===== config.mk =====
export PLATFORM = sky130hd
export DESIGN_NAME = pkt_filter_top
export DESIGN_NICKNAME = d
export VERILOG_FILES = /design/src/pkt_filter_pkg.sv /design/src/axis_if.sv /design/src/axis_reg_slice.sv /design/src/pkt_check.sv /design/src/axis_packet_fifo.sv /design/src/pkt_filter_top.sv
export SDC_FILE = /design/constraint.sdc
export NUM_CORES = 2
export LEC_CHECK = 0
export BUFFER_PORTS_ARGS = -buffer_cell sky130_fd_sc_hd__buf_2
export CAP_MARGIN = 20
export CORE_AREA = 4 4 307 309
export DETAILED_ROUTE_END_ITERATION = 7
export DIE_AREA = 0 0 311 313
export GPL_ROUTABILITY_DRIVEN = 0
export HOLD_SLACK_MARGIN = 0.06
export MAX_ROUTING_LAYER = met4
export PLACE_DENSITY_LB_ADDON = 0.25
export SYNTH_ARGS = -nofsm -noshare
export SYNTH_HDL_FRONTEND = slang
export SYNTH_SLANG_ARGS = --single-unit
export TNS_END_PERCENT = 10

===== constraint.sdc =====
create_clock -name clk -period 9 [get_ports clk]
set_input_delay 0.9 -clock clk [delete_from_list [all_inputs] [get_ports clk]]
set_output_delay 0.9 -clock clk [all_outputs]
set_load 0.005 [all_outputs]

===== src/pkt_filter_pkg.sv =====
//************************************************
// Packet filter shared definitions
//************************************************

`default_nettype none

package pkt_filter_pkg;

	// Stream geometry
	localparam int AXIS_BYTES = 2;
	localparam int AXIS_USER_BITS = 1;
	localparam int AXIS_DATA_BITS = 8 * AXIS_BYTES;

	// tuser bit 0 flags an error seen by the source
	localparam int USER_ERR_BIT = 0;

	// Largest good packet in beats
	localparam int MAX_PKT_BEATS = 16;
	// Beat counter saturates at MAX_PKT_BEATS
	localparam int BEAT_CNT_BITS = $clog2(MAX_PKT_BEATS + 1);

	// 64 entries by default, well above the longest good packet
	localparam int FIFO_LOG2_DEPTH = 6;
	// One FIFO entry holds tlast, tdata, tuser and tkeep
	localparam int FIFO_ENTRY_BITS = 1 + AXIS_DATA_BITS + AXIS_USER_BITS + AXIS_BYTES;

	// Dropped packet counter width
	localparam int DROP_CNT_BITS = 16;

	// Checker state per packet
	typedef enum logic
	{
		CHK_GOOD = 1'b0, // Packet clean so far
		CHK_BAD  = 1'b1  // Packet already marked for drop
	} check_state_t;

endpackage

`default_nettype wire


===== src/axis_if.sv =====
//************************************************
// AXI4-Stream interface
//************************************************

`timescale 1ns/1ps
`default_nettype none

interface axis_if;
	import pkt_filter_pkg::*;

	// Payload
	logic [AXIS_DATA_BITS-1:0] tdata;
	logic [AXIS_BYTES-1:0]     tkeep;
	logic [AXIS_USER_BITS-1:0] tuser;
	logic                      tlast;

	// Handshake
	logic tvalid;
	logic tready;

	// Driving side
	modport src
	(
		output tdata, tkeep, tuser, tlast, tvalid,
		input  tready
	);

	// Receiving side
	modport snk
	(
		input  tdata, tkeep, tuser, tlast, tvalid,
		output tready
	);

endinterface

`default_nettype wire


===== src/axis_reg_slice.sv =====
//************************************************
// AXI4-Stream skid register slice
//************************************************

`timescale 1ns/1ps
`default_nettype none

module axis_reg_slice
(
	input  logic clk,
	input  logic sresetn,
	axis_if.snk  in,
	axis_if.src  out
);
	import pkt_filter_pkg::*;

	// Skid register catches the beat in flight when the output stalls
	logic [AXIS_DATA_BITS-1:0] skid_tdata;
	logic [AXIS_BYTES-1:0]     skid_tkeep;
	logic [AXIS_USER_BITS-1:0] skid_tuser;
	logic                      skid_tlast;
	logic                      skid_valid;
	logic                      skid_valid_nxt;

	// Registered ready towards the source
	logic ready_r;
	logic in_fire;
	// Main register free or emptying this cycle
	logic main_load;

	assign in.tready = ready_r;
	assign in_fire = in.tvalid && ready_r;
	assign main_load = !out.tvalid || out.tready;

	// Skid fills only while the main register is stuck
	always_comb
	begin
		skid_valid_nxt = skid_valid;
		if (main_load)
			skid_valid_nxt = 1'b0;
		else if (in_fire)
			skid_valid_nxt = 1'b1;
	end

	always_ff @(posedge clk)
	begin
		if (!sresetn)
		begin
			out.tvalid <= 1'b0;
			skid_valid <= 1'b0;
			ready_r <= 1'b0;
		end
		else
		begin
			skid_valid <= skid_valid_nxt;
			// Accept again only while the skid is empty
			ready_r <= !skid_valid_nxt;
			if (main_load)
				out.tvalid <= skid_valid || in_fire;
		end
	end

	// Payload path, skid has priority over the input
	always_ff @(posedge clk)
	begin
		if (main_load)
		begin
			if (skid_valid)
			begin
				out.tdata <= skid_tdata;
				out.tkeep <= skid_tkeep;
				out.tuser <= skid_tuser;
				out.tlast <= skid_tlast;
			end
			else if (in_fire)
			begin
				out.tdata <= in.tdata;
				out.tkeep <= in.tkeep;
				out.tuser <= in.tuser;
				out.tlast <= in.tlast;
			end
		end
		else if (in_fire)
		begin
			skid_tdata <= in.tdata;
			skid_tkeep <= in.tkeep;
			skid_tuser <= in.tuser;
			skid_tlast <= in.tlast;
		end
	end

	// A presented beat stays until taken
	a_out_valid_hold: assert property (@(posedge clk) disable iff (!sresetn)
		out.tvalid && !out.tready |=> out.tvalid);

endmodule

`default_nettype wire


===== src/pkt_check.sv =====
//************************************************
// Packet checker
//************************************************

`timescale 1ns/1ps
`default_nettype none

module pkt_check
(
	input  logic clk,
	input  logic sresetn,
	axis_if.snk  in,
	axis_if.src  out,
	output logic drop,
	output logic [pkt_filter_pkg::DROP_CNT_BITS-1:0] drop_count
);
	import pkt_filter_pkg::*;

	check_state_t state;
	// Beats already accepted in this packet, saturating
	logic [BEAT_CNT_BITS-1:0] beat_cnt;
	// Running modulo 256 sum of kept bytes
	logic [7:0] sum_r;
	logic [7:0] sum_nxt;
	logic [7:0] beat_sum;

	logic fire;
	logic err_beat;
	logic too_long;
	logic bad_sum;

	// Beats pass straight through, no latency
	assign out.tdata = in.tdata;
	assign out.tkeep = in.tkeep;
	assign out.tuser = in.tuser;
	assign out.tlast = in.tlast;
	assign out.tvalid = in.tvalid;
	assign in.tready = out.tready;

	assign fire = in.tvalid && in.tready;

	// Sum of the kept bytes in this beat
	always_comb
	begin
		beat_sum = 8'd0;
		for (int i = 0; i < AXIS_BYTES; i++)
		begin
			if (in.tkeep[i])
				beat_sum = beat_sum + in.tdata[8*i +: 8];
		end
	end

	assign sum_nxt = sum_r + beat_sum;

	// Drop reasons for the current beat
	assign err_beat = in.tuser[USER_ERR_BIT];
	// Beat MAX_PKT_BEATS+1 or beyond
	assign too_long = (beat_cnt == BEAT_CNT_BITS'(MAX_PKT_BEATS));
	// Checksum byte included, total must wrap to zero
	assign bad_sum = in.tlast && (sum_nxt != 8'd0);

	assign drop = in.tvalid && ((state == CHK_BAD) || err_beat || too_long || bad_sum);

	always_ff @(posedge clk)
	begin
		if (!sresetn)
		begin
			state <= CHK_GOOD;
			beat_cnt <= '0;
			sum_r <= 8'd0;
			drop_count <= '0;
		end
		else if (fire)
		begin
			if (in.tlast)
			begin
				// Fresh tracking for the next packet
				state <= CHK_GOOD;
				beat_cnt <= '0;
				sum_r <= 8'd0;
				// One count per dropped packet, on its last beat
				if (drop)
					drop_count <= drop_count + 1'b1;
			end
			else
			begin
				if (drop)
					state <= CHK_BAD;
				if (!too_long)
					beat_cnt <= beat_cnt + 1'b1;
				sum_r <= sum_nxt;
			end
		end
	end

	// Drop only qualifies a real beat
	a_drop_needs_valid: assert property (@(posedge clk) disable iff (!sresetn)
		drop |-> in.tvalid);

endmodule

`default_nettype wire


===== src/axis_packet_fifo.sv =====
//************************************************
// Packet FIFO with drop
//************************************************

`timescale 1ns/1ps
`default_nettype none

module axis_packet_fifo
#(
	parameter int LOG2_DEPTH = pkt_filter_pkg::FIFO_LOG2_DEPTH
)
(
	input  logic clk,
	input  logic sresetn,
	axis_if.snk  axis_i,
	input  logic axis_i_drop,
	axis_if.src  axis_o
);
	import pkt_filter_pkg::*;

	// Entry layout is tlast, tdata, tuser, tkeep
	logic [FIFO_ENTRY_BITS-1:0] mem [2**LOG2_DEPTH];

	// Extra top bit tells full from empty
	logic [LOG2_DEPTH:0] rd_ptr;
	logic [LOG2_DEPTH:0] wr_ptr;
	// Write pointer after the last complete packet
	logic [LOG2_DEPTH:0] committed_wr_ptr;

	logic full;
	// Packet marked bad on an earlier beat
	logic drop_r;
	logic in_fire;
	logic wr_en;
	logic rd_en;

	// Same address, different lap
	assign full = (rd_ptr[LOG2_DEPTH-1:0] == wr_ptr[LOG2_DEPTH-1:0]) &&
		(rd_ptr[LOG2_DEPTH] != wr_ptr[LOG2_DEPTH]);

	// A bad packet drains even when full
	assign axis_i.tready = !full || axis_i_drop;
	assign in_fire = axis_i.tvalid && axis_i.tready;
	assign wr_en = in_fire && !(drop_r || axis_i_drop);

	// Read committed data when the output register is free or emptying
	assign rd_en = (rd_ptr != committed_wr_ptr) && (!axis_o.tvalid || axis_o.tready);

	always_ff @(posedge clk)
	begin
		if (!sresetn)
		begin
			wr_ptr <= '0;
			rd_ptr <= '0;
			committed_wr_ptr <= '0;
			drop_r <= 1'b0;
			axis_o.tvalid <= 1'b0;
		end
		else
		begin
			if (in_fire)
			begin
				// Sticky until the end of the packet
				if (axis_i.tlast)
					drop_r <= 1'b0;
				else if (axis_i_drop)
					drop_r <= 1'b1;

				if (!wr_en)
					wr_ptr <= committed_wr_ptr; // Rewind over the partial packet
				else
				begin
					wr_ptr <= wr_ptr + 1'b1;
					// Whole packet now visible to the reader
					if (axis_i.tlast)
						committed_wr_ptr <= wr_ptr + 1'b1;
				end
			end

			if (rd_en)
			begin
				axis_o.tvalid <= 1'b1;
				rd_ptr <= rd_ptr + 1'b1;
			end
			else if (axis_o.tready)
				axis_o.tvalid <= 1'b0;
		end
	end

	// Storage and output payload
	always_ff @(posedge clk)
	begin
		if (wr_en)
			mem[wr_ptr[LOG2_DEPTH-1:0]] <=
				{axis_i.tlast, axis_i.tdata, axis_i.tuser, axis_i.tkeep};
		if (rd_en)
			{axis_o.tlast, axis_o.tdata, axis_o.tuser, axis_o.tkeep} <=
				mem[rd_ptr[LOG2_DEPTH-1:0]];
	end

	// No write into a full memory
	a_no_write_full: assert property (@(posedge clk) disable iff (!sresetn)
		wr_en |-> !full);

	// Reader stays behind the commit point
	a_rd_behind_commit: assert property (@(posedge clk) disable iff (!sresetn)
		(committed_wr_ptr - rd_ptr) <= (LOG2_DEPTH+1)'(2**LOG2_DEPTH));

endmodule

`default_nettype wire


===== src/pkt_filter_top.sv =====
//************************************************
// Packet filter top level
//************************************************

`timescale 1ns/1ps
`default_nettype none

module pkt_filter_top
(
	input  logic clk,
	input  logic sresetn,

	// Input stream
	input  logic [pkt_filter_pkg::AXIS_DATA_BITS-1:0] s_tdata,
	input  logic [pkt_filter_pkg::AXIS_BYTES-1:0]     s_tkeep,
	input  logic [pkt_filter_pkg::AXIS_USER_BITS-1:0] s_tuser,
	input  logic                                      s_tlast,
	input  logic                                      s_tvalid,
	output logic                                      s_tready,

	// Filtered stream
	output logic [pkt_filter_pkg::AXIS_DATA_BITS-1:0] m_tdata,
	output logic [pkt_filter_pkg::AXIS_BYTES-1:0]     m_tkeep,
	output logic [pkt_filter_pkg::AXIS_USER_BITS-1:0] m_tuser,
	output logic                                      m_tlast,
	output logic                                      m_tvalid,
	input  logic                                      m_tready,

	output logic [pkt_filter_pkg::DROP_CNT_BITS-1:0]  drop_count
);
	import pkt_filter_pkg::*;

	axis_if a_in ();
	axis_if a_slice ();
	axis_if a_chk ();
	axis_if a_out ();

	// Drop flag of the beat on a_chk
	logic chk_drop;

	// Plain input ports onto the stream
	assign a_in.tdata = s_tdata;
	assign a_in.tkeep = s_tkeep;
	assign a_in.tuser = s_tuser;
	assign a_in.tlast = s_tlast;
	assign a_in.tvalid = s_tvalid;
	assign s_tready = a_in.tready;

	axis_reg_slice u_slice (.clk(clk), .sresetn(sresetn), .in(a_in), .out(a_slice));

	pkt_check u_check
	(
		.clk(clk),
		.sresetn(sresetn),
		.in(a_slice),
		.out(a_chk),
		.drop(chk_drop),
		.drop_count(drop_count)
	);

	axis_packet_fifo #(.LOG2_DEPTH(FIFO_LOG2_DEPTH)) u_fifo
	(
		.clk(clk),
		.sresetn(sresetn),
		.axis_i(a_chk),
		.axis_i_drop(chk_drop),
		.axis_o(a_out)
	);

	// Stream back onto plain output ports
	assign m_tdata = a_out.tdata;
	assign m_tkeep = a_out.tkeep;
	assign m_tuser = a_out.tuser;
	assign m_tlast = a_out.tlast;
	assign m_tvalid = a_out.tvalid;
	assign a_out.tready = m_tready;

endmodule

`default_nettype wire


==> reports/qor.yml <==
ioPinCount: 62
synth-seq-area-share: 0.760
drc: 0
syn_nets: 2459
ctsHoldBuffers: 0
cts_setup_buffers: 0
route.vias.total: 26200
cp-end-kind: "flip-flop"
synth_cell_type_count: 68
cts_buffers: 138
antenna_found_initial: 6
holdPathStages: 1
start_kind: "flip-flop"
synth.area.top_cells: "edfxtp_1 74%, mux4_2 17%, dfxtp_1 2.0%"
holdWs_ns: 0.370
clk_latency_ns: 0.72
synth_top_area_frac: 0.740
synth_area_um2: 54400
grtUsageMet3: 0.0493
rows: 111
max_freq_mhz: 134
hold_viol: 0
port_buffers: 61
power_density_nw_per_um2: 238
required_ns: 9.37
grt_setup_unrepaired: "no"
dp_hpwl_um: 72400
p_leak_nw: 18.5
drive_gt1_frac: 0.330
initial_core_util: 0.595
yosysTopAreaCell: "edfxtp_1"
hold_path.class: "primary input to flip-flop"
path_clk_slew_ns: 0.06
place_area_um2: 56700
synth_seq_cells: 1395
coreArea_um2: 91400
syn2layout_area_growth_pct: 12.4
use_met1: 0.383
synth_cells: 2415
stdcell_area_um2: 61100
grt_overflow: 0
grt_busiest_layer: "met2"
clock_path_buffers: 3
path_class: "flip-flop to flip-flop"
worst-path-max-fanout: 72
finalCriticalPeriod_ns: 7.45
ir_drop_mv: 0.209
dr.pass1.iters: 7
grt_pass1_wl_um: 186000
synth_flop_cell: "edfxtp_1"
grt_max_degree: 107
utilization: 0.669
reg2regPathDepth: 20
cts_max_level: 4
antenna_left: 0
die_h_um: 313
synth-edff-count: 1340
avgRoutedWirePerCell_um: 32.5
tightest_slew_ns: 1.11
synthTopCellsByCount: "1,340 x edfxtp_1, 420 x mux4_2, 85 x nor2_1, 84 x clkbuf_1, 55 x dfxtp_1"
arrival_ns: 7.82
cts_root_buffer: "clkbuf_16"
fin_tns_setup_ns: 0
syn_avg_cell_area_um2: 22.5
yosysMostFrequentCell: "edfxtp_1"
setup_viol: 0
slew_headroom: 0.253
ys_warn_count: 0
maxCapViolations: 0
cts_tree: "done"
grtUsageMet2: 0.421
die_x_um: 311
slew_viol_final: 0
grt_pass1_vias: 26200
power_mw: 14.5
post_cts_resize_count: 0
status: "finished, final reports clean"
period_share: 0.828
via_per_inst: 6.74
async_flop_share: 0
drtIter0Drc: 3384
global_route.usage.total: 0.273
dieArea_um2: 97300
skew_ns: 0.0207
nets: 2637
cts_sinks: 1395
wl_um: 127000
power by group:
part	internal [mW]	total, mW	switching, mW	leakage (nW)
registers	7.14	7.20	0.0671	12.5
clock network	3.12	5.48	2.35	2.08
logic	0.933	1.86	0.930	3.96
total	11.2	14.5	3.35	18.5
cell type report:
type,instances,area [um^2]
well taps,1186,1480
flip-flops and latches,1395,41400
diodes,4,10.0
repair buffers,171,1230
fillers,5567,30200
inverters,17,63.8
clock inverters,70,551
clock buffers,179,3720
multi-input cells,870,12700
layer usage:
metal  share of wire  wire length, um  vias to the layer above
met2            0.49            62300                     1528
met3           0.092            11700                      207
met4           0.030             3780                        0
met5               0                0                        -
li1                -                -                    10600
met1            0.39            48900                    13900
state kept, by name, summed over array words and instances, names as in the netlist, 2 cells and up:
name and flops:
u_fifo.wr_ptr 7, u_fifo.mem 1280, u_slice.skid_tkeep 2, u_slice.out.tdata 16, u_check.beat_cnt 5, u_fifo.axis_o.tkeep 2, u_fifo.rd_ptr 7, u_fifo.axis_o.tdata 16
u_slice.out.tkeep 2, u_check.drop_count 16, u_slice.skid_tdata 16, u_check.sum_r 8, u_fifo.committed_wr_ptr 7
placed cells by master, fill, tap and decap left out, types with 25 or more instances in the layout:
cell and instances:
clkbuf_1 35, nor2_1 53, mux2_2 25, clkbuf_16 143, mux4_2 420, buf_2 61, clkinv_1 29, buf_4 102
a21oi_1 27, nor2_2 41, dfxtp_1 50, nand2_1 40, edfxtp_1 1340
through the flow:
stage	std cells	setup WS, ns
2_1_floorplan	2415	1.53
3_3_place_gp	3631	1.69
3_5_place_dp	3632	1.57
4_1_cts	3881	1.60
5_1_grt	3889	1.28
6_report	3892	1.55
cell families after synthesis:
family / synth area share
xor+xnor: 0.00644
mux: 0.182
fa+ha+maj: 0.00506
compound gates: 0.0120
simple gates: 0.0240
buf+inv: 0.0108
flops: 0.760
worst paths after layout:
path	startpoint	endpoint	slack (ns)
worst min register to register	u_fifo.committed_wr_ptr[4]	u_fifo.committed_wr_ptr[4]	0.49
worst max-delay path	u_slice.out.tkeep[0]	u_fifo.mem[28][12]	1.55
worst max register to register	u_slice.out.tkeep[0]	u_fifo.mem[28][12]	1.55
worst min-delay path	s_tdata[5]	u_slice.skid_tdata[5]	0.37
worst max-delay path: stages (launching register included):
cell and delay, ns:
edfxtp_1 0.35, buf_4 0.59, and2_1 0.25, ha_1 0.29
a21o_1 0.18, a21o_1 0.20, maj3_1 0.35, a21oi_1 0.18
xnor2_1 0.09, mux2_2 0.27, ha_1 0.35, o21a_1 0.14
a21oi_1 0.08, or3_1 0.39, a211o_1 0.39, a211oi_4 0.81
o21ai_2 0.36, buf_8 0.27, nand4b_1 0.84, nor2_2 0.30
buf_4 0.38
No activity file was read; power rests on OpenSTA's default activity.
